<file path="config.mk">
export PLATFORM = sky130hd
export DESIGN_NAME = rv_core
export DESIGN_NICKNAME = d
export VERILOG_FILES = /design/src/verilog/rv_core_pkg.sv /design/src/verilog/rv_alu.sv /design/src/verilog/rv_core.sv /design/src/verilog/rv_decode.sv /design/src/verilog/rv_fetch.sv /design/src/verilog/rv_lsu.sv /design/src/verilog/rv_regfile.sv
export SDC_FILE = /design/constraint.sdc
export NUM_CORES = 2
export LEC_CHECK = 0
export BUFFER_PORTS_ARGS = -buffer_cell sky130_fd_sc_hd__buf_2
export CAP_MARGIN = 25
export CELL_PAD_IN_SITES_DETAIL_PLACEMENT = 1
export CELL_PAD_IN_SITES_GLOBAL_PLACEMENT = 2
export CORE_MARGIN = 4
export CORE_UTILIZATION = 42
export CTS_CLUSTER_DIAMETER = 30
export CTS_CLUSTER_SIZE = 30
export DETAILED_ROUTE_END_ITERATION = 7
export PLACE_DENSITY = 0.81
export SYNTH_ARGS = -nofsm -noshare
export SYNTH_HDL_FRONTEND = slang
export SYNTH_SLANG_ARGS = --single-unit
</file>
<file path="constraint.sdc">
create_clock -name clk_i -period 10.05 [get_ports clk_i]
set_clock_uncertainty 0.2 [all_clocks]
set_input_delay 0.5025 -clock clk_i [delete_from_list [all_inputs] [get_ports clk_i]]
set_output_delay 0.5025 -clock clk_i [all_outputs]
set_load 0.03 [all_outputs]
</file>
<file path="src/verilog/rv_core_pkg.sv">
package rv_core_pkg;

  localparam int XLEN = 32;
  localparam int REG_BITS = 5;
  localparam logic [XLEN-1:0] RESET_PC = '0;

  // pass_b carries the immediate straight through for lui
  typedef enum logic [3:0] {
    ALU_ADD,
    ALU_SUB,
    ALU_SLL,
    ALU_SLT,
    ALU_SLTU,
    ALU_XOR,
    ALU_SRL,
    ALU_SRA,
    ALU_OR,
    ALU_AND,
    ALU_PASS_B
  } alu_op_e;

  typedef enum logic [2:0] {
    CLS_ALU,
    CLS_LOAD,
    CLS_STORE,
    CLS_BRANCH,
    CLS_JAL,
    CLS_JALR,
    CLS_AUIPC,
    CLS_ILLEGAL
  } instr_class_e;

  typedef enum logic [1:0] {
    SIZE_BYTE,
    SIZE_HALF,
    SIZE_WORD
  } mem_size_e;

  typedef struct packed {
    instr_class_e        cls;
    alu_op_e             alu_op;
    logic [REG_BITS-1:0] rs1;
    logic [REG_BITS-1:0] rs2;
    logic [REG_BITS-1:0] rd;
    logic [XLEN-1:0]     imm;
    logic                use_imm;
    logic [2:0]          funct3;
    mem_size_e           size;
    logic                load_unsigned;
    logic                reg_write;
  } decoded_instr_t;

  // one word-bus request, adr is a word address
  typedef struct packed {
    logic [XLEN-3:0] adr;
    logic [3:0]      sel;
    logic            we;
    logic [XLEN-1:0] dat;
    logic            stb;
  } bus_req_t;

endpackage

</file>
<file path="src/verilog/rv_alu.sv">
`timescale 1ns/100ps

module rv_alu (
  input  rv_core_pkg::alu_op_e          op_i,
  input  logic [rv_core_pkg::XLEN-1:0]  a_i,
  input  logic [rv_core_pkg::XLEN-1:0]  b_i,
  input  logic [2:0]                    cond_i,
  output logic [rv_core_pkg::XLEN-1:0]  result_o,
  output logic                          take_branch_o
);

  logic [4:0] shamt;
  logic       eq;
  logic       lt;
  logic       ltu;

  assign shamt = b_i[4:0];
  assign eq    = (a_i == b_i);
  assign lt    = ($signed(a_i) < $signed(b_i));
  assign ltu   = (a_i < b_i);

  always_comb begin
    case (op_i)
      rv_core_pkg::ALU_ADD:    result_o = a_i + b_i;
      rv_core_pkg::ALU_SUB:    result_o = a_i - b_i;
      rv_core_pkg::ALU_SLL:    result_o = a_i << shamt;
      rv_core_pkg::ALU_SLT:    result_o = {{(rv_core_pkg::XLEN-1){1'b0}}, lt};
      rv_core_pkg::ALU_SLTU:   result_o = {{(rv_core_pkg::XLEN-1){1'b0}}, ltu};
      rv_core_pkg::ALU_XOR:    result_o = a_i ^ b_i;
      rv_core_pkg::ALU_SRL:    result_o = a_i >> shamt;
      rv_core_pkg::ALU_SRA:    result_o = $signed(a_i) >>> shamt;
      rv_core_pkg::ALU_OR:     result_o = a_i | b_i;
      rv_core_pkg::ALU_AND:    result_o = a_i & b_i;
      rv_core_pkg::ALU_PASS_B: result_o = b_i;
      default:                 result_o = a_i + b_i;
    endcase
  end

  // branch funct3 encodings, 010 and 011 are unused
  always_comb begin
    case (cond_i)
      3'b000:  take_branch_o = eq;
      3'b001:  take_branch_o = !eq;
      3'b100:  take_branch_o = lt;
      3'b101:  take_branch_o = !lt;
      3'b110:  take_branch_o = ltu;
      3'b111:  take_branch_o = !ltu;
      default: take_branch_o = 1'b0;
    endcase
  end

endmodule

</file>
<file path="src/verilog/rv_core.sv">
`timescale 1ns/100ps

module rv_core (
  input  logic                           clk_i,
  input  logic                           reset_i,
  input  logic [rv_core_pkg::XLEN-1:0]   dat_i,
  input  logic                           ack_i,
  input  logic                           err_i,
  output logic [rv_core_pkg::XLEN-3:0]   adr_o,
  output logic [3:0]                     sel_o,
  output logic                           we_o,
  output logic [rv_core_pkg::XLEN-1:0]   dat_o,
  output logic                           stb_o,
  output logic                           fault_o
);

  typedef enum logic [2:0] {
    ST_FETCH,
    ST_DECODE,
    ST_EXEC,
    ST_MEM,
    ST_WB,
    ST_HALT
  } state_e;

  state_e                        state_q;
  logic [rv_core_pkg::XLEN-1:0]  pc_q;
  rv_core_pkg::decoded_instr_t   dec;
  rv_core_pkg::decoded_instr_t   dec_q;
  logic [rv_core_pkg::XLEN-1:0]  rs1_q;
  logic [rv_core_pkg::XLEN-1:0]  rs2_q;
  logic [rv_core_pkg::XLEN-1:0]  alu_q;
  logic                          take_q;

  rv_core_pkg::bus_req_t         fetch_req;
  rv_core_pkg::bus_req_t         lsu_req;
  rv_core_pkg::bus_req_t         bus;
  logic [rv_core_pkg::XLEN-1:0]  instr;
  logic                          fetch_done;
  logic [rv_core_pkg::XLEN-1:0]  rs1;
  logic [rv_core_pkg::XLEN-1:0]  rs2;
  logic [rv_core_pkg::XLEN-1:0]  alu_b;
  logic [rv_core_pkg::XLEN-1:0]  alu_result;
  logic                          take_branch;
  logic [rv_core_pkg::XLEN-1:0]  load_data;
  logic                          lsu_done;
  logic                          is_mem;
  logic [rv_core_pkg::XLEN-1:0]  pc_plus4;
  logic [rv_core_pkg::XLEN-1:0]  pc_imm;
  logic [rv_core_pkg::XLEN-1:0]  wb_data;
  logic [rv_core_pkg::XLEN-1:0]  pc_next;

  rv_fetch u_fetch (
    .clk_i   (clk_i),
    .reset_i (reset_i),
    .start_i (state_q == ST_FETCH && !fetch_req.stb),
    .pc_i    (pc_q),
    .ack_i   (ack_i),
    .err_i   (err_i),
    .dat_i   (dat_i),
    .req_o   (fetch_req),
    .instr_o (instr),
    .done_o  (fetch_done)
  );

  rv_decode u_decode (
    .instr_i (instr),
    .dec_o   (dec)
  );

  // read during DECODE, written at the WB edge
  rv_regfile u_regfile (
    .clk_i      (clk_i),
    .rs1_addr_i (dec.rs1),
    .rs2_addr_i (dec.rs2),
    .rd_addr_i  (dec_q.rd),
    .we_i       (state_q == ST_WB && dec_q.reg_write),
    .rd_data_i  (wb_data),
    .rs1_o      (rs1),
    .rs2_o      (rs2)
  );

  assign alu_b = dec_q.use_imm ? dec_q.imm : rs2_q;

  rv_alu u_alu (
    .op_i          (dec_q.alu_op),
    .a_i           (rs1_q),
    .b_i           (alu_b),
    .cond_i        (dec_q.funct3),
    .result_o      (alu_result),
    .take_branch_o (take_branch)
  );

  rv_lsu u_lsu (
    .clk_i      (clk_i),
    .reset_i    (reset_i),
    .start_i    (state_q == ST_MEM && !lsu_req.stb),
    .addr_i     (alu_q),
    .wdata_i    (rs2_q),
    .write_i    (dec_q.cls == rv_core_pkg::CLS_STORE),
    .size_i     (dec_q.size),
    .unsigned_i (dec_q.load_unsigned),
    .ack_i      (ack_i),
    .err_i      (err_i),
    .dat_i      (dat_i),
    .req_o      (lsu_req),
    .rdata_o    (load_data),
    .done_o     (lsu_done)
  );

  assign is_mem   = (dec_q.cls == rv_core_pkg::CLS_LOAD) ||
                    (dec_q.cls == rv_core_pkg::CLS_STORE);
  assign pc_plus4 = pc_q + 32'd4;
  assign pc_imm   = pc_q + dec_q.imm;

  always_comb begin
    case (dec_q.cls)
      rv_core_pkg::CLS_LOAD:  wb_data = load_data;
      rv_core_pkg::CLS_JAL,
      rv_core_pkg::CLS_JALR:  wb_data = pc_plus4;
      rv_core_pkg::CLS_AUIPC: wb_data = pc_imm;
      default:                wb_data = alu_q;
    endcase
  end

  // jalr target is rs1+imm from the alu with bit 0 cleared
  always_comb begin
    if (dec_q.cls == rv_core_pkg::CLS_JAL || take_q) begin
      pc_next = pc_imm;
    end else if (dec_q.cls == rv_core_pkg::CLS_JALR) begin
      pc_next = {alu_q[rv_core_pkg::XLEN-1:1], 1'b0};
    end else begin
      pc_next = pc_plus4;
    end
  end

  always_ff @(posedge clk_i) begin
    if (reset_i) begin
      state_q <= ST_FETCH;
      pc_q    <= rv_core_pkg::RESET_PC;
    end else begin
      case (state_q)
        ST_FETCH: begin
          if (fetch_req.stb && err_i) begin
            state_q <= ST_HALT;
          end else if (fetch_done) begin
            state_q <= ST_DECODE;
          end
        end
        ST_DECODE: state_q <= ST_EXEC;
        ST_EXEC:   state_q <= is_mem ? ST_MEM : ST_WB;
        ST_MEM: begin
          if (lsu_req.stb && err_i) begin
            state_q <= ST_HALT;
          end else if (lsu_done) begin
            state_q <= ST_WB;
          end
        end
        ST_WB: begin
          state_q <= ST_FETCH;
          pc_q    <= pc_next;
        end
        default: state_q <= ST_HALT;
      endcase
    end
  end

  // operand and result latches along the instruction
  always_ff @(posedge clk_i) begin
    if (state_q == ST_DECODE) begin
      dec_q <= dec;
      rs1_q <= rs1;
      rs2_q <= rs2;
    end
    if (state_q == ST_EXEC) begin
      alu_q  <= alu_result;
      take_q <= take_branch && dec_q.cls == rv_core_pkg::CLS_BRANCH;
    end
  end

  // bus owner follows the state
  always_comb begin
    bus = '0;
    if (state_q == ST_FETCH) begin
      bus = fetch_req;
    end else if (state_q == ST_MEM) begin
      bus = lsu_req;
    end
  end

  assign adr_o   = bus.adr;
  assign sel_o   = bus.sel;
  assign we_o    = bus.we;
  assign dat_o   = bus.dat;
  assign stb_o   = bus.stb;
  assign fault_o = (state_q == ST_HALT);

  // neither unit may keep its strobe up once the core has halted
  assert property (@(posedge clk_i) disable iff (reset_i)
    state_q == ST_HALT |-> !fetch_req.stb && !lsu_req.stb)
    else $error("bus strobe raised after a fault");

  // a request holds until its response
  assert property (@(posedge clk_i) disable iff (reset_i)
    stb_o && !ack_i && !err_i |=> stb_o && $stable(adr_o))
    else $error("bus request changed before its response");

endmodule

</file>
<file path="src/verilog/rv_decode.sv">
`timescale 1ns/100ps

module rv_decode (
  input  logic [rv_core_pkg::XLEN-1:0] instr_i,
  output rv_core_pkg::decoded_instr_t  dec_o
);

  logic [rv_core_pkg::XLEN-1:0] imm_i;
  logic [rv_core_pkg::XLEN-1:0] imm_s;
  logic [rv_core_pkg::XLEN-1:0] imm_b;
  logic [rv_core_pkg::XLEN-1:0] imm_u;
  logic [rv_core_pkg::XLEN-1:0] imm_j;

  // alt selects sub or sra from bit 30
  function automatic rv_core_pkg::alu_op_e alu_from_funct3(input logic [2:0] f3,
                                                           input logic alt);
    case (f3)
      3'b000:  return alt ? rv_core_pkg::ALU_SUB : rv_core_pkg::ALU_ADD;
      3'b001:  return rv_core_pkg::ALU_SLL;
      3'b010:  return rv_core_pkg::ALU_SLT;
      3'b011:  return rv_core_pkg::ALU_SLTU;
      3'b100:  return rv_core_pkg::ALU_XOR;
      3'b101:  return alt ? rv_core_pkg::ALU_SRA : rv_core_pkg::ALU_SRL;
      3'b110:  return rv_core_pkg::ALU_OR;
      default: return rv_core_pkg::ALU_AND;
    endcase
  endfunction

  assign imm_i = {{20{instr_i[31]}}, instr_i[31:20]};
  assign imm_s = {{20{instr_i[31]}}, instr_i[31:25], instr_i[11:7]};
  assign imm_b = {{19{instr_i[31]}}, instr_i[31], instr_i[7], instr_i[30:25],
                  instr_i[11:8], 1'b0};
  assign imm_u = {instr_i[31:12], 12'b0};
  assign imm_j = {{11{instr_i[31]}}, instr_i[31], instr_i[19:12], instr_i[20],
                  instr_i[30:21], 1'b0};

  always_comb begin
    dec_o               = '0;
    dec_o.cls           = rv_core_pkg::CLS_ILLEGAL;
    dec_o.alu_op        = rv_core_pkg::ALU_ADD;
    dec_o.rs1           = instr_i[19:15];
    dec_o.rs2           = instr_i[24:20];
    dec_o.rd            = instr_i[11:7];
    dec_o.funct3        = instr_i[14:12];
    dec_o.load_unsigned = instr_i[14];
    case (instr_i[13:12])
      2'b00:   dec_o.size = rv_core_pkg::SIZE_BYTE;
      2'b01:   dec_o.size = rv_core_pkg::SIZE_HALF;
      default: dec_o.size = rv_core_pkg::SIZE_WORD;
    endcase

    case (instr_i[6:0])
      7'b0110111: begin
        // lui
        dec_o.cls       = rv_core_pkg::CLS_ALU;
        dec_o.alu_op    = rv_core_pkg::ALU_PASS_B;
        dec_o.imm       = imm_u;
        dec_o.use_imm   = 1'b1;
        dec_o.reg_write = 1'b1;
      end
      7'b0010111: begin
        dec_o.cls       = rv_core_pkg::CLS_AUIPC;
        dec_o.imm       = imm_u;
        dec_o.reg_write = 1'b1;
      end
      7'b1101111: begin
        dec_o.cls       = rv_core_pkg::CLS_JAL;
        dec_o.imm       = imm_j;
        dec_o.reg_write = 1'b1;
      end
      7'b1100111: begin
        dec_o.cls       = rv_core_pkg::CLS_JALR;
        dec_o.imm       = imm_i;
        dec_o.use_imm   = 1'b1;
        dec_o.reg_write = 1'b1;
      end
      7'b1100011: begin
        dec_o.cls    = rv_core_pkg::CLS_BRANCH;
        dec_o.alu_op = rv_core_pkg::ALU_SUB;
        dec_o.imm    = imm_b;
      end
      7'b0000011: begin
        dec_o.cls       = rv_core_pkg::CLS_LOAD;
        dec_o.imm       = imm_i;
        dec_o.use_imm   = 1'b1;
        dec_o.reg_write = 1'b1;
      end
      7'b0100011: begin
        dec_o.cls     = rv_core_pkg::CLS_STORE;
        dec_o.imm     = imm_s;
        dec_o.use_imm = 1'b1;
      end
      7'b0010011: begin
        // only shifts use bit 30 in the immediate form
        dec_o.cls       = rv_core_pkg::CLS_ALU;
        dec_o.alu_op    = alu_from_funct3(instr_i[14:12],
                                          instr_i[30] && instr_i[13:12] == 2'b01);
        dec_o.imm       = imm_i;
        dec_o.use_imm   = 1'b1;
        dec_o.reg_write = 1'b1;
      end
      7'b0110011: begin
        dec_o.cls       = rv_core_pkg::CLS_ALU;
        dec_o.alu_op    = alu_from_funct3(instr_i[14:12], instr_i[30]);
        dec_o.reg_write = 1'b1;
      end
      default: begin
        dec_o.reg_write = 1'b0;
      end
    endcase

    // x0 is never written
    if (dec_o.rd == '0) begin
      dec_o.reg_write = 1'b0;
    end
  end

endmodule

</file>
<file path="src/verilog/rv_fetch.sv">
`timescale 1ns/100ps

module rv_fetch (
  input  logic                           clk_i,
  input  logic                           reset_i,
  input  logic                           start_i,
  input  logic [rv_core_pkg::XLEN-1:0]   pc_i,
  input  logic                           ack_i,
  input  logic                           err_i,
  input  logic [rv_core_pkg::XLEN-1:0]   dat_i,
  output rv_core_pkg::bus_req_t          req_o,
  output logic [rv_core_pkg::XLEN-1:0]   instr_o,
  output logic                           done_o
);

  logic                           stb_q;
  logic [rv_core_pkg::XLEN-3:0]   adr_q;
  logic [rv_core_pkg::XLEN-1:0]   instr_q;

  // strobe stays up until ack or err
  always_ff @(posedge clk_i) begin
    if (reset_i) begin
      stb_q <= 1'b0;
    end else if (start_i) begin
      stb_q <= 1'b1;
    end else if (ack_i || err_i) begin
      stb_q <= 1'b0;
    end
  end

  always_ff @(posedge clk_i) begin
    if (start_i) begin
      adr_q <= pc_i[rv_core_pkg::XLEN-1:2];
    end
    if (stb_q && ack_i) begin
      instr_q <= dat_i;
    end
  end

  // instruction reads are always full words
  assign req_o.adr = adr_q;
  assign req_o.sel = 4'b1111;
  assign req_o.we  = 1'b0;
  assign req_o.dat = '0;
  assign req_o.stb = stb_q;

  assign instr_o = instr_q;
  assign done_o  = stb_q & ack_i;

  // the sequencer must wait for the response before the next fetch
  assert property (@(posedge clk_i) disable iff (reset_i) start_i |-> !stb_q)
    else $error("fetch started while a request is pending");

endmodule

</file>
<file path="src/verilog/rv_lsu.sv">
`timescale 1ns/100ps

module rv_lsu (
  input  logic                           clk_i,
  input  logic                           reset_i,
  input  logic                           start_i,
  input  logic [rv_core_pkg::XLEN-1:0]   addr_i,
  input  logic [rv_core_pkg::XLEN-1:0]   wdata_i,
  input  logic                           write_i,
  input  rv_core_pkg::mem_size_e         size_i,
  input  logic                           unsigned_i,
  input  logic                           ack_i,
  input  logic                           err_i,
  input  logic [rv_core_pkg::XLEN-1:0]   dat_i,
  output rv_core_pkg::bus_req_t          req_o,
  output logic [rv_core_pkg::XLEN-1:0]   rdata_o,
  output logic                           done_o
);

  logic                           stb_q;
  logic [rv_core_pkg::XLEN-3:0]   adr_q;
  logic [3:0]                     sel_q;
  logic                           we_q;
  logic [rv_core_pkg::XLEN-1:0]   dat_q;
  logic [rv_core_pkg::XLEN-1:0]   rdata_q;
  logic [3:0]                     sel;
  logic [rv_core_pkg::XLEN-1:0]   store_dat;
  logic [rv_core_pkg::XLEN-1:0]   lane;
  logic [rv_core_pkg::XLEN-1:0]   load_ext;

  // lane select and replicated store data
  always_comb begin
    case (size_i)
      rv_core_pkg::SIZE_BYTE: begin
        sel       = 4'b0001 << addr_i[1:0];
        store_dat = {4{wdata_i[7:0]}};
      end
      rv_core_pkg::SIZE_HALF: begin
        sel       = addr_i[1] ? 4'b1100 : 4'b0011;
        store_dat = {2{wdata_i[15:0]}};
      end
      default: begin
        sel       = 4'b1111;
        store_dat = wdata_i;
      end
    endcase
  end

  // move the addressed lane down to bit 0, then extend
  assign lane = dat_i >> {addr_i[1:0], 3'b000};

  always_comb begin
    case (size_i)
      rv_core_pkg::SIZE_BYTE:
        load_ext = {{24{lane[7] & !unsigned_i}}, lane[7:0]};
      rv_core_pkg::SIZE_HALF:
        load_ext = {{16{lane[15] & !unsigned_i}}, lane[15:0]};
      default:
        load_ext = lane;
    endcase
  end

  always_ff @(posedge clk_i) begin
    if (reset_i) begin
      stb_q <= 1'b0;
    end else if (start_i) begin
      stb_q <= 1'b1;
    end else if (ack_i || err_i) begin
      stb_q <= 1'b0;
    end
  end

  always_ff @(posedge clk_i) begin
    if (start_i) begin
      adr_q <= addr_i[rv_core_pkg::XLEN-1:2];
      sel_q <= sel;
      we_q  <= write_i;
      dat_q <= store_dat;
    end
    if (stb_q && ack_i) begin
      rdata_q <= load_ext;
    end
  end

  assign req_o.adr = adr_q;
  assign req_o.sel = sel_q;
  assign req_o.we  = we_q;
  assign req_o.dat = dat_q;
  assign req_o.stb = stb_q;

  assign rdata_o = rdata_q;
  assign done_o  = stb_q & ack_i;

  // no misaligned traps, so the decoded program must keep halves even
  assert property (@(posedge clk_i) disable iff (reset_i)
    start_i && size_i == rv_core_pkg::SIZE_HALF |-> !addr_i[0])
    else $error("half access to odd address %h", addr_i);

endmodule

</file>
<file path="src/verilog/rv_regfile.sv">
`timescale 1ns/100ps

module rv_regfile (
  input  logic                              clk_i,
  input  logic [rv_core_pkg::REG_BITS-1:0]  rs1_addr_i,
  input  logic [rv_core_pkg::REG_BITS-1:0]  rs2_addr_i,
  input  logic [rv_core_pkg::REG_BITS-1:0]  rd_addr_i,
  input  logic                              we_i,
  input  logic [rv_core_pkg::XLEN-1:0]      rd_data_i,
  output logic [rv_core_pkg::XLEN-1:0]      rs1_o,
  output logic [rv_core_pkg::XLEN-1:0]      rs2_o
);

  // x1..x31 only, x0 is hardwired
  logic [rv_core_pkg::XLEN-1:0] regs [1:31];

  always_ff @(posedge clk_i) begin
    if (we_i && rd_addr_i != '0) begin
      regs[rd_addr_i] <= rd_data_i;
    end
  end

  assign rs1_o = (rs1_addr_i == '0) ? '0 : regs[rs1_addr_i];
  assign rs2_o = (rs2_addr_i == '0) ? '0 : regs[rs2_addr_i];

endmodule
</file>
# Word level (Yosys, flattened, before mapping)
# Memory sizes are Yosys's and may differ from the RTL's. A register that Yosys moved wholly into a read port is not among the register bits.
# Index checks and enable logic that the tools add are counted.
# op_classes
shifts	5
add_sub_neg	4
n_reduce_logical	37
order_cmp	2
n_bitwise	7
n_eq_ne	46
muxes	35
# ops
op	n
$pmux W32 S10	1
$pmux W32 S5	1
$mux W68	2
$pmux W32 S2	2
$mux W32	3
$pmux W32 S3	1
$add A32 B32 Y32	2
$lt A32 B32 Y1	2
$shr A32 B5 Y32	2
$pmux W4 S7	2
$eq A3 B3 Y1 const B	12
$add A32 B3 Y32 const B	1
$and A32 B32 Y32	1
$eq A32 B32 Y1	1
$or A32 B32 Y32	1
$shl A32 B5 Y32	1
$sshr A32 B5 Y32	1
$sub A32 B32 Y32	1
$xor A32 B32 Y32	1
$eq A7 B6 Y1 const B	3
$eq A7 B7 Y1 const B	3
$pmux W3 S7	1
$eq A3 B2 Y1 const B	6
$eq A4 B3 Y1 const B	4
32 further kinds	81
# word_totals
word_cells	159
ff_bits	283
ram_bits	992
out_inout_bits	69
mem_count	1
# memory_table
memory	depth	word_bits	read_ports	rd_clocked_by_memory_dff	wr	line_no	text
u_regfile.regs	31	32	2	2	1	rv_regfile.sv:15	logic [rv_core_pkg::XLEN-1:0] regs [1:31];

# Logic depth before layout (Yosys ltp)
# depth
ltp_word	5
ltp_mapped	18
ltp_nobuf	15

# Hierarchy
# From an unflattened synthesis, not the netlist that was laid out.
# unflattened
hier_cells	5487
area_unflattened_um2	74152.4
# modules_own_cells
module	area_per_inst_um2	cells_each	instances
rv_regfile	46489.6	2593	1
rv_core	10572.6	1023	1
rv_alu	9799.4	1371	1
rv_lsu	4249.1	270	1
rv_fetch	2199.6	107	1
rv_decode	842.1	123	1

# Worst setup path after synthesis
# Ideal clock, no wire load.
# synth_timing
kind	register -> register
from	register state_q[0]
to	register dec_q[0] (netlist bit) (enable)
synth_period_minus_slack_ns	9.473
slack_ns	0.577
t_required_ns	9.120
arrival_time_ns	8.544
stages_incl_launch_ff	4
cell_sequence	dfxtp_1 -> clkbuf_1 -> inv_1 -> nor3_1
# synth_between
elab_chain_cells	1
# synth_rtl
item	line_no	text
start, declared	rv_core.sv:26	state_e state_q;
start signal, assigned	rv_core.sv:151	ST_EXEC: state_q <= is_mem ? ST_MEM : ST_WB;
$eq A3 B1 Y1	rv_core.sv:170	if (state_q == ST_DECODE) begin
end signal, assigned	rv_core.sv:171	dec_q <= dec;
end, declared	rv_core.sv:29	rv_core_pkg::decoded_instr_t dec_q;
# Every way passes these cells.
# A chain may end at the register's enable or synchronous reset.

# Final worst setup path
# layout_timing
from	register dec_q[7] (netlist bit)
to	register alu_q[30] (netlist bit) (data pin)
# layout_between
elab_chain_cells	3
elab_cells_between_ends	10
classes_between	add/sub (2); shift (3); mux (2); bitwise (3)
# layout_rtl
item	line_no	text
$mux W32 *	rv_core.sv:83	assign alu_b = dec_q.use_imm ? dec_q.imm : rs2_q;
$add A32 B32 Y32 (tied with other cells)	rv_alu.sv:24, rv_alu.sv:35	
$pmux W32 S10 *	rv_alu.sv:23	case (op_i)
named net alu_result (one bit)	rv_core.sv:43	logic [rv_core_pkg::XLEN-1:0] alu_result;
end signal, assigned	rv_core.sv:176	alu_q <= alu_result;
end, declared	rv_core.sv:32	logic [rv_core_pkg::XLEN-1:0] alu_q;
# The timed path passes the listed nets; every way through them passes the cells marked *.

==> reports/summary.txt <==
Number of iterations in the first detailed-routing pass -> 6
Avg Inst Size Synth -> 14.1 µm²
Count of flip-flops with a built-in enable after synthesis -> 1301
Data required time of the critical path -> 10.42 ns
Via density per instance -> 6.82
Routed len/inst -> 38.0 µm
Clock-pin slew of the registers on the worst-case setup and hold paths -> 0.05 ns
Leading cell type in the layout, fill and taps excluded -> edfxtp_1
Flop and latch count out of synthesis -> 1338
Total global routing overflow -> 0
Hold-critical path depth -> 2
Die outline area -> 176000 µm²
Number of buffers between clock root and the deepest sink -> 4
Setup total negative slack -> 0 ns
Total CTS buffers -> 301
Global placer's final weighted congestion -> 0.972
Fraction of final layout cells sized beyond drive strength 1 -> 26.3%
Max IR drop VDD -> 197 µV
Setup repair after global routing missed its margin -> false
Count of max-cap constraint violations -> 0
Yosys cell types -> 91
Pleak -> 29.5 nW
First-iteration detailed-routing DRC count -> 7070
Warnings, synthesis -> 0
Post-Synthesis Cells -> 5037
Launch instance of the worst min-delay path -> reset_i
Port Buf Inserts -> 104
Transition time at the pin with the least slew margin -> 1.14 ns
Library cell used as clock root buffer -> clkbuf_16
Number of levels the H-tree was split into -> 5
Synthesized netlist net count -> 5210
Initial antenna violation count -> 21
Count of nets after finishing -> 5464
Worst-case setup margin in the final layout -> 4.31 ns
Largest net degree at the start of global routing -> 109
Seq/Total Area, Yosys -> 55.9%
Classification of the worst-slack hold path -> in -> reg
Final Max Tran Viols -> 0
Max FO, Critical Path -> 38
Number of rows created at floorplan -> 150
Critical path type -> reg -> reg
Number of global-route vias before repair -> 54100
Arrival time at the worst endpoint -> 6.12 ns
Final cycle utilization of the critical path -> 57.2%
R2R depth -> 17
Setup Viol. Count Final -> 0
Boundary Pins -> 105
Outcome -> complete, no violations
Combined area of all synthesized cells -> 71200 µm²
Clock latency on the worst-skew pair -> 0.92 ns
Async set or reset register ratio after synthesis -> 0%
First-pass GRT wire length -> 412000 µm
Worst Hold Margin -> 0.0945 ns
Final Hold Violating Endpoints -> 0
Most used flip-flop cell after synthesis -> edfxtp_1
CTS sink cnt -> 1338
Number of hold-repair buffers added at the cts stage -> 35
Clock tree from TritonCTS -> built
Launch point of the worst reg-to-reg path -> dec_q[7]
Setup Fix Bufs, Post-CTS -> 0
Area inside the core boundary -> 168000 µm²
Total via count in the routed design -> 52600
Type of element launching the critical path -> register
Pre-CTS worst setup slack -> 4.58 ns
Post-route ant nets -> 0
Power per standard cell area -> 286 nW/µm²
Initial core utilization -> 42.4%
Max-slew headroom -> 23.0%
Hold worst-path end -> pc_q[20]
Aggregate routed wire length -> 293000 µm
Post-cts sizing count -> 0
Growth of design area from synthesis to finish -> 19.7%
Die Span X -> 420 µm
Worst setup EP type -> register
Chip height -> 420 µm
Final HPWL from detailed placement -> 179000 µm
Number of remaining DRC errors -> 0
Final critical-path required period -> 5.74 ns
End of the worst register-to-register path -> alu_q[30]
All-Layer GR Usage -> 33.0%
Peak Freq -> 174 MHz
FF-to-FF setup slack -> 4.31 ns
Commonest cells after routing, fill and taps aside -> 1301 x edfxtp_1, 507 x mux4_2, 383 x nor2_1, 305 x clkbuf_16, 289 x a21oi_1
through the flow:
step                      total power [W]  cell area (µm²)  std cells  utilization [%]
after detailed placement           0.0145            74900       7150             44.7
after global routing               0.0251            85200       7713             50.8
after CTS                          0.0243            85100       7706             50.7
after floorplan                    0.0118            71200       5037                -
after global placement             0.0145            74900       7148             44.6
final                              0.0244            85200       7717             50.8
metal layers:
layer | vias up | GRT usage [%] | routed length [µm]
li1 | 20900 | - | -
met4 | 10 | 18.7 | 19600
met3 | 901 | 7.19 | 28800
met1 | 27200 | 41.2 | 105000
met2 | 3606 | 53.3 | 139000
met5 | - | 0 | 68
where the power goes:
part           switching [W]  internal [W]
clock                0.00326       0.00640
combinational        0.00488       0.00231
sequential          0.000533       0.00698
total                0.00867        0.0157
worst max-delay path, cell delays in order, from the launching register on:
cell and delay [ns]:
edfxtp_1 0.42, buf_4 0.60, mux2i_4 0.32, buf_4 0.50, inv_4 0.11, ha_1 0.26
inv_1 0.09, fa_1 0.21, nor2b_1 0.07, o31ai_1 0.42, a2111oi_0 0.32, nor4_1 0.56
nor2_1 0.12, o211ai_1 0.37, o21ai_0 0.27, nand2_1 0.12, a21oi_1 0.07, or3_1 0.31
layout make-up:
class	count	area [µm²]
Fill cell	16200	82600
Sequential cell	1338	39800
Multi-Input combinational cell	3213	30000
Clock buffer	325	7720
Tap cell	2204	2760
Timing Repair Buffer	314	2340
Clock inverter	196	2070
Inverter	123	464
Antenna cell	4	10.0
state kept, by name (all words and copies together), names as in the netlist:
register / flops
pc_q: 32
u_lsu.we_q: 1
u_fetch.stb_q: 1
rs1_q: 32
u_lsu.rdata_o: 32
u_regfile.regs: 992
u_lsu.dat_q: 32
u_lsu.stb_q: 1
u_lsu.adr_q: 30
u_fetch.adr_q: 30
u_lsu.sel_q: 4
state_q: 3
rs2_q: 32
dec_q: 51
take_q: 1
u_fetch.instr_o: 32
alu_q: 32
logic make-up after synthesis:
group	Yosys count	synth area share, %
muxes	870	21.3
adders and majority gates	137	2.44
AOI/OAI and AO/OA	1127	10.3
xor gates and xnor gates	68	0.837
DFF	1338	55.9
buffers and inverters	486	2.66
and+or+nand+nor	1011	6.46
worst max-delay path by stage:
stage	start	end	slack (ns)	cells past startpoint
floorplan	state_q[0]	dec_q[0]	0.58	3
global placement	dec_q[7]	alu_q[30]	4.59	17
detailed placement	dec_q[7]	alu_q[30]	4.58	17
CTS	dec_q[7]	alu_q[30]	4.43	17
global route	dec_q[7]	alu_q[28]	4.01	17
finish	dec_q[7]	alu_q[30]	4.31	17
Yosys cell counts (24+ instances only):
library cell	number	area share, %
mux2i_1	282	4.0
nand2_1	217	1.1
buf_1	77	0.41
clkbuf_1	252	1.3
a22o_1	39	0.48
a21oi_1	314	2.2
xnor2_1	41	0.50
nand2b_1	24	0.21
o211ai_1	45	0.47
nand3_1	53	0.37
buf_2	28	0.20
a31oi_1	29	0.25
nor2_1	420	2.2
and2_1	53	0.47
nor3_1	95	0.67
mux4_2	507	16
o22ai_1	68	0.60
a21o_1	52	0.55
a211oi_1	47	0.50
mux2_2	78	1.2
o21ai_0	218	1.5
xor2_1	27	0.33
ha_1	134	2.4
edfxtp_1	1301	55
nor2b_1	42	0.37
dfxtp_1	37	1.0
inv_1	117	0.62
a221oi_1	83	1.0
o221ai_1	38	0.47
(Power assumes the default switching activity.)
